$ cat src/design/cnn_config.svh
`ifndef CNN_CONFIG_SVH
`define CNN_CONFIG_SVH

// buffer addresses are word indices
`define CNN_ADDR_W      12

`define CNN_PIX_DEPTH   4096
`define CNN_COEF_DEPTH  4096
`define CNN_RES_DEPTH   4096

// scale is Q2.14
`define CNN_QFRAC       14

`endif
$ cat src/design/cnn_conv_pkg.sv
`include "cnn_config.svh"

package cnn_conv_pkg;

   typedef struct packed {
      logic [8:0]             width;
      logic [8:0]             height;
      logic [8:0]             filters;
      logic [`CNN_ADDR_W-1:0] filter_base;
      logic [`CNN_ADDR_W-1:0] pixel_base;
      logic [`CNN_ADDR_W-1:0] bias_base;
      logic [`CNN_ADDR_W-1:0] result_base;
      logic [15:0]            scale;
      logic [2:0]             shift;
   } conv_cfg_t;

   typedef struct packed {
      logic                   re;
      logic [`CNN_ADDR_W-1:0] addr;
   } eng_rd_t;

   typedef struct packed {
      logic                   we;
      logic [`CNN_ADDR_W-1:0] addr;
      logic [7:0]             data;
   } res_wr_t;

endpackage

$ cat src/design/cnn_conv2d.sv
`include "cnn_config.svh"

module cnn_conv2d (
   input  logic                    PCLK,
   input  logic                    rstn,
   input  logic                    i_start,
   input  cnn_conv_pkg::conv_cfg_t i_cfg,
   input  logic [31:0]             i_pix_rdata,
   input  logic [31:0]             i_coef_rdata,
   output cnn_conv_pkg::eng_rd_t   o_pix_rd,
   output cnn_conv_pkg::eng_rd_t   o_coef_rd,
   output cnn_conv_pkg::res_wr_t   o_res_wr,
   output logic                    o_done
);

   localparam int AW = `CNN_ADDR_W;

   typedef enum logic [2:0] {
      st_idle,
      st_bias,
      st_mac,
      st_drain,
      st_write,
      st_done
   } state_t;

   state_t              state;
   logic [8:0]          f;
   logic [8:0]          y;
   logic [8:0]          x;
   logic [1:0]          kr;          // kernel row
   logic [1:0]          kc;          // kernel column
   logic [AW-1:0]       res_idx;     // f*ow*oh + y*ow + x
   logic                bias_vld;
   logic                tap_vld;
   logic signed [31:0]  acc;
   logic [8:0]          ow;
   logic [8:0]          oh;
   logic                last_x;
   logic                last_y;
   logic                last_f;
   logic [AW-1:0]       pix_addr;
   logic [AW-1:0]       coef_addr;
   logic [AW-1:0]       bias_addr;
   logic signed [48:0]  prod;
   logic signed [48:0]  scaled;
   logic [7:0]          q8;

   assign ow     = i_cfg.width - 9'd2;
   assign oh     = i_cfg.height - 9'd2;
   assign last_x = (x == ow - 9'd1);
   assign last_y = (y == oh - 9'd1);
   assign last_f = (f == i_cfg.filters - 9'd1);

   assign pix_addr  = i_cfg.pixel_base + (y + kr) * i_cfg.width + x + kc;
   assign coef_addr = i_cfg.filter_base + f * 4'd9 + kr * 2'd3 + kc;
   assign bias_addr = i_cfg.bias_base + f;

   // quantize then clamp to 0..255
   assign prod   = acc * $signed({1'b0, i_cfg.scale});
   assign scaled = prod >>> (`CNN_QFRAC + i_cfg.shift);
   assign q8     = scaled[48] ? 8'd0 : ((|scaled[47:8]) ? 8'hff : scaled[7:0]);

   always_comb begin
      o_pix_rd.re    = (state == st_mac);
      o_pix_rd.addr  = pix_addr;
      o_coef_rd.re   = (state == st_bias) || (state == st_mac);
      o_coef_rd.addr = (state == st_bias) ? bias_addr : coef_addr;   // bias shares the port
   end

   // read data lands one cycle after the request
   always_ff @(posedge PCLK) begin
      if (bias_vld) begin
         acc <= $signed(i_coef_rdata);
      end else if (tap_vld) begin
         acc <= acc + $signed({1'b0, i_pix_rdata[7:0]}) * $signed(i_coef_rdata[7:0]);
      end
   end

   always_ff @(posedge PCLK or negedge rstn) begin
      if (!rstn) begin
         state    <= st_idle;
         f        <= '0;
         y        <= '0;
         x        <= '0;
         kr       <= '0;
         kc       <= '0;
         res_idx  <= '0;
         bias_vld <= 1'b0;
         tap_vld  <= 1'b0;
         o_res_wr <= '0;
         o_done   <= 1'b0;
      end else begin
         bias_vld    <= (state == st_bias);
         tap_vld     <= (state == st_mac);
         o_res_wr.we <= 1'b0;
         o_done      <= 1'b0;
         if (!i_start) begin
            state <= st_idle;          // start dropped, abort
         end else begin
            case (state)
               st_idle: begin
                  f       <= '0;
                  y       <= '0;
                  x       <= '0;
                  kr      <= '0;
                  kc      <= '0;
                  res_idx <= '0;
                  state   <= st_bias;
               end
               st_bias: state <= st_mac;
               st_mac: begin
                  kc <= kc + 2'd1;
                  if (kc == 2'd2) begin
                     kc <= '0;
                     kr <= kr + 2'd1;
                     if (kr == 2'd2) begin
                        kr    <= '0;
                        state <= st_drain;
                     end
                  end
               end
               st_drain: state <= st_write;   // last product still in flight
               st_write: begin
                  o_res_wr <= '{we: 1'b1, addr: i_cfg.result_base + res_idx, data: q8};
                  res_idx  <= res_idx + 1'b1;
                  x        <= x + 9'd1;
                  state    <= st_bias;
                  if (last_x) begin
                     x <= '0;
                     y <= y + 9'd1;
                     if (last_y) begin
                        y <= '0;
                        f <= f + 9'd1;
                        if (last_f) begin
                           state  <= st_done;
                           o_done <= 1'b1;
                        end
                     end
                  end
               end
               st_done: ;                     // wait for start to clear
               default: state <= st_idle;
            endcase
         end
      end
   end

endmodule

$ cat config.mk
export PLATFORM = sky130hd
export DESIGN_NAME = cnn_conv2d
export DESIGN_NICKNAME = d
export VERILOG_FILES = /design/src/design/cnn_conv_pkg.sv /design/src/design/cnn_conv2d.sv
export VERILOG_INCLUDE_DIRS = /design/src /design/src/design
export SDC_FILE = /design/constraint.sdc
export NUM_CORES = 2
export LEC_CHECK = 0
export BUFFER_PORTS_ARGS = -buffer_cell sky130_fd_sc_hd__buf_2
export CAP_MARGIN = 15
export CORE_UTILIZATION = 45
export DETAILED_ROUTE_END_ITERATION = 7
export PLACE_DENSITY = 0.62
export SLEW_MARGIN = 20
export SYNTH_ARGS = -nofsm -noshare
export SYNTH_HDL_FRONTEND = slang
export SYNTH_SLANG_ARGS = --single-unit
$ cat constraint.sdc
create_clock -name PCLK -period 13.71 [get_ports PCLK]
set_input_delay 0.6855 -clock PCLK [delete_from_list [all_inputs] [get_ports PCLK]]
set_output_delay 0.6855 -clock PCLK [all_outputs]
set_load 0.1 [all_outputs]
# After elaboration in Yosys (flattened, before gate mapping)
# Cells that the tools add are included.
# totals
register_bits	102
input_bits	161
out_inout_bits	48
wordCells	104
# classes
n_addsub	22
multipliers	5
eq_ne	16
shifts	1
muxes	33
n_reduce_logical	13
# ops
operator	count
2-to-1 mux 32 bit	2
case mux 9 bit (2 select lines)	3
multiplier 32 x 17 -> 49 bit	1
>>> shifter 49 x 5 -> 49 bit	1
2-to-1 mux 9 bit	5
2-to-1 mux 21 bit	2
OR reduction 40 bit	1
adder 12 bit	3
adder 32 x 17 -> 32 bit	1
adder 9 x 1 -> 9 bit (second input constant)	3
== test 9 bit	3
subtractor 9 x 1 -> 9 bit (second input constant)	3
adder 12 x 2 -> 12 bit	2
adder 12 x 9 -> 12 bit	2
case mux 12 bit (2 select lines)	1
2-to-1 mux 3 bit	6
case mux 3 bit (6 select lines)	1
subtractor 9 x 2 -> 9 bit (second input constant)	2
multiplier 9 x 8 -> 17 bit	1
2-to-1 mux 8 bit	2
adder 12 x 1 -> 12 bit (second input constant)	1
adder 12 x 4 -> 12 bit	1
multiplier 10 x 9 -> 12 bit	1
multiplier 9 x 4 -> 12 bit (second input constant)	1
21 further kinds	41

# Depth between registers and ports, before layout
# logic_depth
ltp_word	7
ltp_mapped	29
mapped_depth_nobuf	26

# Least setup slack after synthesis
# No wires, ideal clock.
# synth_path
path_kind	input to register
from	input i_cfg[14] (netlist bit)
to	register o_res_wr[3] (netlist bit)
setup_time_ns	0.135
t_arrival_ns	7.555
required_ns	13.575
setup_slack_ns	6.020
path_stages	26
path_buffers	3
cell_sequence	clkbuf_1 nand2_1 fa_1 inv_1 fa_1 inv_1 fa_1 fa_1 fa_1 inv_1 fa_1 ha_1 buf_2 a21oi_1 o21ai_0 a31oi_1 o21bai_1 a31oi_1 mux2_2 or4_4 nor4_2 a211oi_1 o41ai_1 and4_1 buf_6 o211ai_2
# synth_between
elab_chain_cells	5
# synth_rtl
item	line	source
from (decl)	cnn_conv2d.sv:7	input cnn_conv_pkg::conv_cfg_t i_cfg,
multiplier 32 x 17 -> 49 bit (*)	cnn_conv2d.sv:60	assign prod = acc * $signed({1'b0, i_cfg.scale});
>>> shifter 49 x 5 -> 49 bit (*)	cnn_conv2d.sv:61	assign scaled = prod >>> (`CNN_QFRAC + i_cfg.shift);
OR reduction 40 bit	cnn_conv2d.sv:62	assign q8 = scaled[48] ? 8'd0 : ((|scaled[47:8]) ? 8'hff : scaled[7:0]);
2-to-1 mux 8 bit	cnn_conv2d.sv:62	
2-to-1 mux 8 bit (*)	cnn_conv2d.sv:62	
to (signal assigned)	cnn_conv2d.sv:125	o_res_wr <= '{we: 1'b1, addr: i_cfg.result_base + res_idx, data: q8};
to (decl)	cnn_conv2d.sv:12	output cnn_conv_pkg::res_wr_t o_res_wr,
# Every way passes the cells marked *; elsewhere a longest branch is shown, timed or not.
# A chain may end at the register's enable or synchronous reset.

# Final worst setup path
# layout_path
from	register acc[7]
to	register o_res_wr[1] (netlist bit)
# layout_between
elab_chain_cells	5
# layout_rtl
item	line	source
from (decl)	cnn_conv2d.sv:36	logic signed [31:0] acc;
from (signal assigned)	cnn_conv2d.sv:74	acc <= $signed(i_coef_rdata);
from (signal assigned)	cnn_conv2d.sv:76	acc <= acc + $signed({1'b0, i_pix_rdata[7:0]}) * $signed(i_coef_rdata[7:0]);
multiplier 32 x 17 -> 49 bit (*)	cnn_conv2d.sv:60	
>>> shifter 49 x 5 -> 49 bit (*)	cnn_conv2d.sv:61	
OR reduction 40 bit	cnn_conv2d.sv:62	
2-to-1 mux 8 bit	cnn_conv2d.sv:62	
2-to-1 mux 8 bit (*)	cnn_conv2d.sv:62	
# Marked as above.

==> reports/results.ini <==
[synthesis]
async_flop_share_pct=68.63
ys_ff_latch=102
syn_area_per_cell_sq_um=8.791
synth_edf_count=32
syn_nets=4836
yosys-top-cells-area=fa_1 37%, ha_1 12%, inv_1 8.4%
synth_cell_types=80
syn_inst=3752
synthFlopType=dfrtp_1
yosysMostFrequentCell=inv_1
yosys_warnings=0
netlist_area_sq_um=32990
synth.largest_area_cell=fa_1
synth_top_area_share_pct=37.08
yosysSeqAreaShare_pct=8.224
synthTopCellsByCount=738 x inv_1, 611 x fa_1, 463 x nand2_1, 332 x and2_1, 312 x ha_1

[floorplan]
core_region_area_sq_um=71980
die_y_um=272.7
die_width_um=272.7
start_util_pct=45.83
rows=98
io_pins=209
dieArea_sq_um=74390

[worst_setup_path]
endpoint_kind=flop
r2r-end=o_res_wr[1]
cp_slowest_stage_delay_ps=920
worst_path_max_delay_cell=edfxtp_1
arrival_ps=9100
worstSetupPathType=flop to flop
reg2reg_depth=25
rrSetupSlack_ps=4880
cp_max_fo=17
cp_num_buf_inv=5
r2r_start=acc[7]
path_delay_family=adder cells
required_ps=13980
start_kind=flop
cpMostUsedCell=fa_1

[timing]
finalCritPeriodShare_pct=64.41
rsz0062_at_grt=no
finalMaxSlewViolations=0
tightest_slew_ps=976.8
setup_viol=0
hold-worst-slack_ps=412.0
fmax_ghz=0.1132
tns_ps=0
slew_headroom_pct=34.81
finalHoldViolCount=0
clock_skew_ps=13.58
finalCriticalPeriod_ps=8831

[clocking]
cts_buffers=9
cts-hold-fix-buffers=0
cts_setup_buffers=0
cts_max_path_buffers=2
clock-sinks=102
clk_latency_ps=410
clk_pin_slew_worst_paths_ps=90
cts.repair.resized=0
htree_num_levels=3
cts_root_buf=clkbuf_16
cts_tree=built

[global_routing]
antenna_found_initial=2
grt_max_degree=71
grt.overflow.total=0
grt_use_total_pct=22.90
grt_pass1_vias=26380
grt_pass1_wl_um=136600

[layout]
drive_gt1_share_pct=7.019
final_nets=4883
ff_latch_area_sq_um=2714
multiInputGateArea_sq_um=26870
fillers=7034
syn2layout_area_growth_pct=5.735
final_core_util_pct=48.46

[routing]
totalWireLength_um=80010
viasPerCell=5.229
num_vias=24860
drt_pass1_iterations=5
drc=0
ant_nets=0
wire_per_inst_um=16.83
drt_iter0_markers=1243

[placed_design]
io_buffer_count=184
gp_congestion=0.8644
dp_hpwl_um=64710

[run_status]
status=complete, no violations

[run]
max-cap-violations=0

[min_path]
hp-class=input port to asynchronous set/reset pin

==> cells in the final DEF, fill, tap and decap left out, types with 10 or more instances in the layout <==
cell | Yosys | final
a211oi_1 | 12 | 12
o21ai_0 | 120 | 120
edfxtp_1 | 32 | 32
nand2_1 | 463 | 463
nor2b_1 | 12 | 12
nor4_1 | 10 | 10
inv_1 | 738 | 738
nand3_1 | 52 | 52
nand4_1 | 23 | 23
nand2b_1 | 26 | 26
and2_1 | 332 | 332
o211ai_1 | 19 | 19
a21o_1 | 37 | 37
mux2i_1 | 15 | 15
nor3_1 | 41 | 41
fa_1 | 611 | 611
buf_4 | 0 | 15
a22oi_1 | 11 | 11
or3_1 | 12 | 12
o21a_1 | 12 | 12
o31ai_1 | 15 | 15
nor2_1 | 110 | 109
o21bai_1 | 24 | 24
mux2_2 | 15 | 15
xnor2_1 | 104 | 104
and3_1 | 26 | 26
a31oi_1 | 15 | 15
a21oi_1 | 113 | 113
xor2_1 | 66 | 66
dfrtp_1 | 70 | 69
buf_2 | 3 | 183
ha_1 | 312 | 312
==> worst register-to-register path, stage by stage, from the launching register on <==
cell,delay (ps)
edfxtp_1,920
nand2_1,190
fa_1,580
inv_1,50
fa_1,510
inv_1,60
fa_1,580
inv_1,70
fa_1,360
inv_1,80
fa_1,430
inv_1,90
fa_1,410
ha_1,420
a21oi_1,310
o21ai_0,170
a31oi_1,570
o21bai_1,150
a31oi_1,370
mux2_2,420
or4_4,540
nor4_2,250
a211oi_1,80
o41ai_1,480
and4_1,520
o21ai_1,110
==> registers in the layout, summed over array words and instances, names as in the netlist <==
signal and flops:
acc 32, o_res_wr 21, res_idx 12, f 9, x 9, y 9, state 3, kc 2
kr 2, bias_vld 1, o_done 1, tap_vld 1
==> logic make-up after synthesis <==
group	count (synthesis)	synth area share, %
DFF	102	8.224
xor gates and xnor gates	170	4.514
and+or+nand+nor	1143	17.18
adders and majority gates	923	48.92
AOI/OAI and AO/OA	474	9.384
buffers and inverters	903	10.33
muxes	37	1.445
==> stage by stage <==
| stage | worst slack [ps] | std cells | cell area, sq um |
|---|---|---|---|
| 2_1_floorplan | 6020 | 3752 | 32990 |
| 3_3_place_gp | 4624 | 4738 | 34580 |
| 3_5_place_dp | 4621 | 4738 | 34580 |
| 4_1_cts | 4973 | 4754 | 34870 |
| 5_1_grt | 4523 | 4755 | 34880 |
| 6_report | 4879 | 4755 | 34880 |
==> worst max path at each step <==
stage               slack (ps)           to       from  depth (start not counted)
finish                    4880  o_res_wr[1]     acc[7]                         25
detailed placement        4620  o_res_wr[7]  i_cfg[14]                         24
CTS                       4970  o_res_wr[7]     acc[8]                         23
floorplan                 6020  o_res_wr[3]  i_cfg[14]                         26
global route              4520  o_res_wr[5]     acc[7]                         25
global placement          4620  o_res_wr[3]  i_cfg[14]                         24
==> final cells by class <==
type / count / share of cell area (%)
repair buffers: 198 / 2.949
well taps: 950 / 3.408
flip-flops and latches: 102 / 7.781
diodes: 1 / 0.007175
inverters: 741 / 7.975
clock inverters: 5 / 0.1507
multi-input cells: 2747 / 77.03
clock buffers: 11 / 0.6960
==> metal layers <==
| metal | part of all wire, % | GRT usage (%) | vias to the layer above |
|---|---|---|---|
| met2 | 51 | 40.73 | 488 |
| met4 | 1.7 | 5.041 | 2 |
| met1 | 43 | 30.11 | 12480 |
| met5 | 0.016 | 0 | - |
| li1 | - | - | 11810 |
| met3 | 3.6 | 2.065 | 83 |
Power is not shown: default switching activity piles up to over one toggle a cycle in this logic, so the estimate is an artifact.
