===== config.mk =====
export PLATFORM = sky130hd
export DESIGN_NAME = cnn_apb_ctrl
export DESIGN_NICKNAME = d
export VERILOG_FILES = /design/src/design/cnn_conv_pkg.sv /design/src/design/cnn_reg_pkg.sv /design/src/design/cnn_apb_ctrl.sv
export VERILOG_INCLUDE_DIRS = /design/src /design/src/design
export SDC_FILE = /design/constraint.sdc
export NUM_CORES = 1
export LEC_CHECK = 0
export ABC_AREA = 0
export BUFFER_PORTS_ARGS = -buffer_cell sky130_fd_sc_hd__buf_2
export CORE_AREA = 4 4 198 200
export CTS_BUF_LIST = sky130_fd_sc_hd__clkbuf_4
export CTS_CLUSTER_DIAMETER = 80
export DETAILED_ROUTE_END_ITERATION = 10
export DIE_AREA = 0 0 202 204
export GPL_ROUTABILITY_DRIVEN = 0
export GPL_TIMING_DRIVEN = 1
export PLACE_DENSITY = 0.63
export SYNTH_ARGS = -nofsm -noshare
export SYNTH_HDL_FRONTEND = slang
export SYNTH_SLANG_ARGS = --single-unit
export TNS_END_PERCENT = 10

===== constraint.sdc =====
create_clock -name PCLK -period 2.03 [get_ports PCLK]
set_input_delay 0.1015 -clock PCLK [delete_from_list [all_inputs] [get_ports PCLK]]
set_output_delay 0.1015 -clock PCLK [all_outputs]
set_load 0.02 [all_outputs]

===== src/design/cnn_config.svh =====
`ifndef CNN_CONFIG_SVH
`define CNN_CONFIG_SVH

// buffer addresses are word indices
`define CNN_ADDR_W      12

`define CNN_PIX_DEPTH   4096
`define CNN_COEF_DEPTH  4096
`define CNN_RES_DEPTH   4096

// scale is Q2.14
`define CNN_QFRAC       14

`endif

===== src/design/cnn_conv_pkg.sv =====
`include "cnn_config.svh"

package cnn_conv_pkg;

   typedef struct packed {
      logic [8:0]             width;
      logic [8:0]             height;
      logic [8:0]             filters;
      logic [`CNN_ADDR_W-1:0] filter_base;
      logic [`CNN_ADDR_W-1:0] pixel_base;
      logic [`CNN_ADDR_W-1:0] bias_base;
      logic [`CNN_ADDR_W-1:0] result_base;
      logic [15:0]            scale;
      logic [2:0]             shift;
   } conv_cfg_t;

   typedef struct packed {
      logic                   re;
      logic [`CNN_ADDR_W-1:0] addr;
   } eng_rd_t;

   typedef struct packed {
      logic                   we;
      logic [`CNN_ADDR_W-1:0] addr;
      logic [7:0]             data;
   } res_wr_t;

endpackage


===== src/design/cnn_reg_pkg.sv =====
`include "cnn_config.svh"

package cnn_reg_pkg;

   typedef struct packed {
      logic [12:0] rsvd;
      logic [2:0]  shift;
      logic [15:0] scale;   // unsigned, CNN_QFRAC fraction bits
   } quant_fields_t;

   // one bus word, also read as scale and shift
   typedef union packed {
      logic [31:0]   raw;
      quant_fields_t fld;
   } quant_word_u;

   typedef struct packed {
      logic                   start;
      logic                   incontrol;
      logic [8:0]             width;
      logic [8:0]             height;
      logic [8:0]             channels;   // stored only
      logic [8:0]             filters;
      logic [`CNN_ADDR_W-1:0] filter_base;
      logic [`CNN_ADDR_W-1:0] pixel_base;
      logic [`CNN_ADDR_W-1:0] bias_base;
      logic [`CNN_ADDR_W-1:0] result_base;
      logic [15:0]            total;
      logic                   intr_en;
      logic                   intr_sts;
      logic [7:0]             debug_mux;
      quant_word_u            quant;
      logic                   sda;
      logic                   scl;
   } reg_file_t;

   typedef struct packed {
      logic                   we;
      logic [`CNN_ADDR_W-1:0] addr;
      logic [31:0]            data;
   } buf_wr_t;

endpackage


===== src/design/cnn_apb_ctrl.sv =====
`include "cnn_config.svh"

module cnn_apb_ctrl (
   input  logic                    PCLK,
   input  logic                    rstn,
   input  logic                    i_psel,
   input  logic                    i_pwrite,
   input  logic                    i_penable,
   input  logic [6:0]              i_paddr,
   input  logic [31:0]             i_pwdata,
   input  logic                    i_r_sda,
   input  logic                    i_r_scl,
   input  logic                    i_done,
   input  logic [31:0]             i_pix_rdata,
   input  logic [31:0]             i_coef_rdata,
   input  logic [31:0]             i_res_rdata,
   output logic                    o_pready,
   output logic [31:0]             o_prdata,
   output cnn_reg_pkg::buf_wr_t    o_pix_wr,
   output cnn_reg_pkg::buf_wr_t    o_coef_wr,
   output logic [`CNN_ADDR_W-1:0]  o_host_raddr,
   output cnn_conv_pkg::conv_cfg_t o_cfg,
   output logic                    o_start,
   output logic                    o_incontrol,
   output logic [7:0]              o_debug_mux,
   output logic                    o_conv_done_intr,
   output logic                    o_sda,
   output logic                    o_scl
);
   import cnn_reg_pkg::*;

   localparam int AW = `CNN_ADDR_W;

   typedef enum logic [1:0] {st_idle, st_write, st_read, st_wait} state_t;

   state_t          state;
   reg_file_t       regs;
   logic [AW-1:0]   ptr;      // window pointer
   logic [23:0]     cycles;
   logic            start_q;

   assign o_host_raddr     = ptr;
   assign o_start          = regs.start;
   assign o_incontrol      = regs.incontrol;
   assign o_debug_mux      = regs.debug_mux;
   assign o_conv_done_intr = regs.intr_en & regs.intr_sts;
   assign o_sda            = regs.sda;
   assign o_scl            = regs.scl;

   assign o_cfg = '{
      width:       regs.width,
      height:      regs.height,
      filters:     regs.filters,
      filter_base: regs.filter_base,
      pixel_base:  regs.pixel_base,
      bias_base:   regs.bias_base,
      result_base: regs.result_base,
      scale:       regs.quant.fld.scale,
      shift:       regs.quant.fld.shift
   };

   always_ff @(posedge PCLK or negedge rstn) begin
      if (!rstn) begin
         state          <= st_idle;
         regs           <= '0;
         regs.debug_mux <= 8'h1;
         regs.quant.raw <= 32'h0002_4000;   // scale 0x4000, shift 2
         regs.sda       <= 1'b1;
         regs.scl       <= 1'b1;
         ptr            <= '0;
         cycles         <= '0;
         start_q        <= 1'b0;
         o_pready       <= 1'b0;
         o_prdata       <= '0;
         o_pix_wr       <= '0;
         o_coef_wr      <= '0;
      end else begin
         start_q <= regs.start;
         if (regs.start && !start_q) begin
            cycles <= '0;                   // new run
         end else if (regs.start) begin
            cycles <= cycles + 24'd1;
         end

         o_pix_wr.we  <= 1'b0;
         o_coef_wr.we <= 1'b0;

         if (i_done) begin
            regs.start    <= 1'b0;
            regs.intr_sts <= 1'b1;
         end

         case (state)
            st_idle: begin
               if (i_psel && i_penable && i_pwrite) begin
                  state    <= st_write;
                  o_pready <= 1'b1;
               end else if (i_psel && !i_pwrite) begin
                  state <= st_read;         // setup phase of a read
               end
            end
            st_write: begin
               o_pready <= 1'b0;
               state    <= st_idle;
               case (i_paddr)
                  7'h00: {regs.incontrol, regs.start} <= i_pwdata[1:0];
                  7'h01: regs.width       <= i_pwdata[8:0];
                  7'h02: regs.height      <= i_pwdata[8:0];
                  7'h03: regs.channels    <= i_pwdata[8:0];
                  7'h04: regs.filters     <= i_pwdata[8:0];
                  7'h05: regs.filter_base <= i_pwdata[AW-1:0];
                  7'h06: regs.pixel_base  <= i_pwdata[AW-1:0];
                  7'h07: regs.bias_base   <= i_pwdata[AW-1:0];
                  7'h08: regs.result_base <= i_pwdata[AW-1:0];
                  7'h09: regs.total       <= i_pwdata[15:0];
                  7'h0a: regs.intr_en     <= i_pwdata[0];
                  7'h0b: regs.intr_sts    <= i_pwdata[0];
                  7'h0c: ptr              <= i_pwdata[AW-1:0];
                  7'h0d: begin              // pixel window
                     o_pix_wr <= '{we: 1'b1, addr: ptr, data: i_pwdata};
                     ptr      <= ptr + 1'b1;
                  end
                  7'h0e: begin              // coefficient window
                     o_coef_wr <= '{we: 1'b1, addr: ptr, data: i_pwdata};
                     ptr       <= ptr + 1'b1;
                  end
                  7'h10: regs.debug_mux   <= i_pwdata[7:0];
                  7'h12: regs.quant.raw   <= {13'h0, i_pwdata[18:0]};
                  7'h13: {regs.scl, regs.sda} <= i_pwdata[1:0];
                  default: ;
               endcase
            end
            st_read: begin
               o_pready <= 1'b1;
               state    <= st_wait;
               case (i_paddr)
                  7'h00: o_prdata <= {30'h0, regs.incontrol, regs.start};
                  7'h01: o_prdata <= 32'(regs.width);
                  7'h02: o_prdata <= 32'(regs.height);
                  7'h03: o_prdata <= 32'(regs.channels);
                  7'h04: o_prdata <= 32'(regs.filters);
                  7'h05: o_prdata <= 32'(regs.filter_base);
                  7'h06: o_prdata <= 32'(regs.pixel_base);
                  7'h07: o_prdata <= 32'(regs.bias_base);
                  7'h08: o_prdata <= 32'(regs.result_base);
                  7'h09: o_prdata <= 32'(regs.total);
                  7'h0a: o_prdata <= 32'(regs.intr_en);
                  7'h0b: o_prdata <= 32'(regs.intr_sts);
                  7'h0c: o_prdata <= 32'(ptr);
                  7'h0d: begin
                     o_prdata <= i_pix_rdata;
                     ptr      <= ptr + 1'b1;
                  end
                  7'h0e: begin
                     o_prdata <= i_coef_rdata;
                     ptr      <= ptr + 1'b1;
                  end
                  7'h0f: begin              // result window, read only
                     o_prdata <= i_res_rdata;
                     ptr      <= ptr + 1'b1;
                  end
                  7'h10: o_prdata <= 32'(regs.debug_mux);
                  7'h11: o_prdata <= 32'(cycles);
                  7'h12: o_prdata <= regs.quant.raw;
                  7'h13: o_prdata <= {28'h0, regs.scl, regs.sda, i_r_scl, i_r_sda};
                  default: o_prdata <= '0;
               endcase
            end
            st_wait: begin
               o_pready <= 1'b0;
               state    <= st_idle;
            end
            default: state <= st_idle;
         endcase
      end
   end

endmodule


; Yosys cells after proc, flatten, opt, wreduce, memory -nomap -nowiden
; Cells that the tools add are included.
[totals]
regBits = 295
output_inout_bits = 242
wordCells = 121
[classes]
bitwise = 1
muxes = 33
reduce_logical = 30
addsub = 2
eq_ne = 26
[op_table]
columns = operator, n
row1 = 32-bit case mux with 20 select lines, 1
row2 = 45-bit two-way mux, 4
row3 = 146-bit two-way mux, 1
row4 = 12-bit two-way mux, 5
row5 = "7-bit by 4-bit == test with 1-bit output, second input constant", 8
row6 = 24-bit two-way mux, 2
row7 = 12-bit case mux with 2 select lines, 2
row8 = 9-bit two-way mux, 4
row9 = 2-bit AND reduction, 16
row10 = "7-bit by 3-bit == test with 1-bit output, second input constant", 4
row11 = "7-bit by 5-bit == test with 1-bit output, second input constant", 4
row12 = "24-bit by 1-bit adder with 24-bit output, second input constant", 1
row13 = 19-bit two-way mux, 1
row14 = 16-bit two-way mux, 1
row15 = "7-bit by 2-bit == test with 1-bit output, second input constant", 2
row16 = "12-bit by 1-bit adder with 12-bit output, second input constant", 1
row17 = 2-bit two-way mux, 4
row18 = 8-bit two-way mux, 1
row19 = "7-bit by 1-bit == test with 1-bit output, second input constant", 1
row20 = 7-bit logical NOT, 1
row21 = "3-bit != test, second input constant", 2
row22 = 2-bit case mux with 3 select lines, 1
row23 = 1-bit two-way mux, 5
row24 = "2-bit == test, second input constant", 2
row25 = 11 further kinds, 18

; Depth between registers and ports, before layout
[logic_depth]
word_depth = 5
mapped_depth = 9
ltp_nobuf = 6

; Worst setup path after synthesis
; No wires, ideal clock.
[synth_path]
kind = in2reg
startpoint = input port i_paddr[4]
endpoint = register regs (netlist bit o_cfg[44])
setup_time_ps = 125
path_stages = 6
required_time_ps = 1905
setup_slack_ps = 119
path_buffers = 2
arrival_ps = 1786
cell_sequence = buf_4 > nor4b_2 > nand2_2 > nor3_2 > buf_6 > mux2_2
[synth_between]
elab_chain_cells = 2
[synth_rtl]
columns = element, line_no
row1 = from (decl), cnn_apb_ctrl.sv:9  ; input logic [6:0] i_paddr,
row2 = 7-bit by 3-bit == test with 1-bit output, cnn_apb_ctrl.sv:105  ; case (i_paddr)
row3 = 2-bit AND reduction (no line), -
row4 = to (decl), cnn_apb_ctrl.sv:37  ; reg_file_t regs;
; No other way between the ends.
; A chain may end at the register's enable or synchronous reset.

; Worst setup path in the final report
[layout_path]
startpoint = input port i_paddr[1]
endpoint = register o_prdata[1]
[layout_between]
elab_chain_cells = 2
word_cells_on_any_way = 21
classes_between = 19 x eq/ne / 1 x mux / 1 x reduce/logical
[layout_rtl]
columns = element, line_no
row1 = 7-bit by 5-bit == test with 1-bit output (tied with other cells), cnn_apb_ctrl.sv:136  ; case (i_paddr)
row2 = 32-bit case mux with 20 select lines *, cnn_apb_ctrl.sv:136
row3 = to (signal assigned), cnn_apb_ctrl.sv:137  ; 7'h00: o_prdata <= {30'h0, regs.incontrol, regs.start};
row4 = to (signal assigned), cnn_apb_ctrl.sv:138  ; 7'h01: o_prdata <= 32'(regs.width);
row5 = to (signal assigned), cnn_apb_ctrl.sv:139  ; 7'h02: o_prdata <= 32'(regs.height);
row6 = to (decl), cnn_apb_ctrl.sv:18  ; output logic [31:0] o_prdata,
; Every way passes the cells marked *; elsewhere a longest branch is shown, timed or not.

==> impl_results.md <==
- Drt pass-1 iters: 5
- Post-DP Area: 17150 um2
- Min-Delay Path Depth: 5
- Vias per cell: 5.409
- Endpoint class of the critical path: register
- Synth Area in Compound Gates: 10.55%
- Post-synth top area share: 48.98%
- Area growth from synthesis to final layout: 31.10%
- Status: finished, final reports clean
- Critical Path RT: 2690 ps
- Core Area: 37400 um2
- Fillcell total: 3392
- Post-DRT Antenna Nets: 0
- Top post-synthesis cells by area: dfrtp_1, mux2_2, buf_4, mux2i_1, nand2_1
- Biggest area consumer among synthesized cells: dfrtp_1
- Die H: 204 um
- Rows: 71
- RSZ-0062 raised after global routing: false
- Net count after synthesis: 1461
- Post-synthesis sequential area ratio: 49.87%
- Pwr Density: 861.8 nW/um2
- Fmax: 501.6 MHz
- Total Routing Usage GR: 26.73%
- CP arrival: 2660 ps
- Routed Wire Length: 56.10 mm
- Max Slew Vio Count: 0
- Fin Hold WS: 56.91 ps
- TNS Setup: 0 ps
- Clock sink count: 295
- Vias in the first global route: 13600
- IO Pins: 385
- Chip width: 202 um
- Gate Count Post-Synth: 1316
- Starting density of the core: 39.61%
- Slew headroom: 54.99%
- Hold WC Path Type: primary input to register
- Final instance area: 19420 um2
- Setup Viol. Count Final: 0
- Top_reg_cell synth: dfrtp_1
- Grt total ovfl: 0
- Clock skew: 46.27 ps
- Die Area: 41210 um2
- Post-DP HPWL: 40.83 mm
- CTS root buf: clkbuf_4
- Reg clk slew, reported paths: 80 ps
- Setup bufs post-CTS: 0
- Clock Latency Late Sink: 760 ps
- Max_cap viols: 0
- Final nets: 1955
- Synth cell types: 69
- Seq cells post-synth: 295
- Post-synth EDFFs: 0
- DRT iter0 DRCs: 931
- Period utilisation layout: 98.20%
- Synth Cell Area: 14820 um2
- Layout cells sized above 1: 46.86%
- Leak Pwr: 9.947 nW
- R2R depth: 6
- Pre-CTS setup slack: -78.75 ps
- Initial antenna violation count: 2
- Core Util, Final: 51.93%
- Mux cell area share after synthesis: 20.18%
- Final Hold Fails: 0
- Longest Clk Path Bufs: 3
- DRC Markers: 0
- Post-Synth Adder-Cell Area: 0.1689%
- CTS buffer count: 85
- First-pass GRT wire length: 84.06 mm
- Largest family of logic cells by synthesized area: multiplexers
- Final min period: 1993 ps
- CTS tree: yes
- Post-route setup slack: 36.51 ps
- IR drop worst, VDD: 0.4971 mV
- Critical path class: primary input to register
- Post-synth ARST share: 100.0%
- Simple-gate share of the synthesized area: 9.830%
- Wirelength per Cell: 23.45 um
- Synth Warn #: 0
- Max H-tree Level: 3
- XOR/XNOR Fraction of Synth Area: 1.005%
- DR vias: 12940
- Critical Path Source Type: primary input
- Buffers on Ports: 384
- Slew @ Worst Pin: 674.3 ps
- Syn Area/Cell: 11.26 um2
- CP max FO: 20
- Largest net degree at the start of global routing: 63
==> per-stage QoR <==
| stage | power [mW] | instances |
|---|---|---|
| final | 16.74 | 2392 |
| after global routing | 17.54 | 2391 |
| after CTS | 16.86 | 2389 |
| after detailed placement | 10.68 | 2127 |
| after global placement | 10.62 | 2127 |
| after floorplan | 9.211 | 1316 |
==> critical path, cell delays in order <==
cell and delay (ps):
dlygate4sd3_1 540, clkbuf_4 240, buf_4 340, nor2b_1 500, a22oi_1 230, nor3_1 380, a211oi_1 120, a41oi_1 210
==> synth_stat cells, types with 6 or more instances <==
cell / instances
a2bb2oi_1: 6
a22oi_1: 23
o22ai_1: 17
nand4_1: 12
o21ai_0: 58
clkbuf_1: 42
nor4_1: 7
dfrtp_1: 290
a21oi_1: 43
nor2_1: 52
nor2b_1: 11
inv_1: 17
a221oi_1: 6
or3_1: 6
nor3_1: 20
buf_1: 13
nand2_1: 97
mux2_2: 215
buf_2: 22
a22o_1: 10
and3_1: 7
and2_1: 6
a31oi_1: 8
xnor2_1: 13
mux2i_1: 49
nand3_1: 45
a32oi_1: 10
buf_4: 107
==> area by class of cell <==
| type | instances | area [um2] | share of cell area [%] |
|---|---|---|---|
| sequential | 295 | 7388 | 38.04 |
| tap | 511 | 639.4 | 3.292 |
| clock buffer | 135 | 1013 | 5.218 |
| inverter | 18 | 67.56 | 0.3479 |
| antenna | 3 | 7.507 | 0.03865 |
| clock inverter | 20 | 137.6 | 0.7086 |
| multi-input combinational | 814 | 6217 | 32.01 |
| timing repair buffer | 596 | 3951 | 20.34 |
==> cell usage in the layout, fill, tap and decap left out, types with 6 or more instances in the layout <==
cell / instances
a22o_1: 10
nor4_1: 7
o22ai_1: 17
buf_4: 94
buf_12: 11
nor2_1: 51
nand2_1: 95
a2bb2oi_1: 6
mux2_2: 215
clkbuf_4: 137
nor2b_1: 10
buf_2: 381
dlygate4sd3_1: 106
mux2i_1: 49
o21ai_0: 58
a22oi_1: 23
nand3_1: 44
a31oi_1: 8
nor3_1: 19
and2_1: 6
or3_1: 6
dfrtp_1: 290
clkinv_1: 14
a221oi_1: 6
a32oi_1: 10
nand4_1: 12
xnor2_1: 13
a21oi_1: 43
inv_1: 17
and3_1: 7
==> power by group <==
part | leakage, nW | switching, mW | total, mW | internal (mW)
Combinational | 5.22 | 2.28 | 3.74 | 1.47
Sequential | 4.04 | 0.603 | 7.07 | 6.47
Clock | 0.686 | 2.66 | 5.92 | 3.27
Total | 9.95 | 5.54 | 16.7 | 11.2
==> metal layers <==
metal	vias to the layer above	global-route usage (%)	part of all wire [%]
met5	-	0	0
met4	0	10.96	4.1
met3	149	9.441	10
met2	674	42.42	46
met1	6427	33.43	40
li1	5688	-	-
==> cells by family after synthesis <==
| group | Yosys count |
|---|---|
| buffers and inverters | 207 |
| adder cells (fa/ha/maj) | 2 |
| flip-flops | 295 |
| multiplexers | 269 |
| XOR/XNOR | 17 |
| AO/OA/AOI/OAI | 232 |
| AND/OR/NAND/NOR | 294 |
==> flip-flops by register name (all words and copies together), names as in the netlist, 2 cells and up <==
register / cells
o_cfg: 94
o_pix_wr: 45
cycles: 24
regs: 27
o_prdata: 32
o_coef_wr: 45
o_debug_mux: 8
o_host_raddr: 12
state: 2
==> worst paths after layout <==
check,start,endpoint,slack [ps]
setup / recovery,i_paddr[1],o_prdata[1],40
hold / removal,i_coef_rdata[8],o_prdata[8],60
setup reg to reg,state[1],o_coef_wr[5],110
hold reg to reg,o_prdata[25],o_prdata[25],470
max in group asynchronous,rstn,o_sda,1110
min in group asynchronous,rstn,o_prdata[1],570
==> what timing repair did <==
action                                  4_1_cts  5_1_grt
endpoints found under the hold margin       531        0
endpoints found under the setup margin        0      104
hold buffers                                107        0
resized for setup                             0        7
Power figures use the tool's default switching activity.
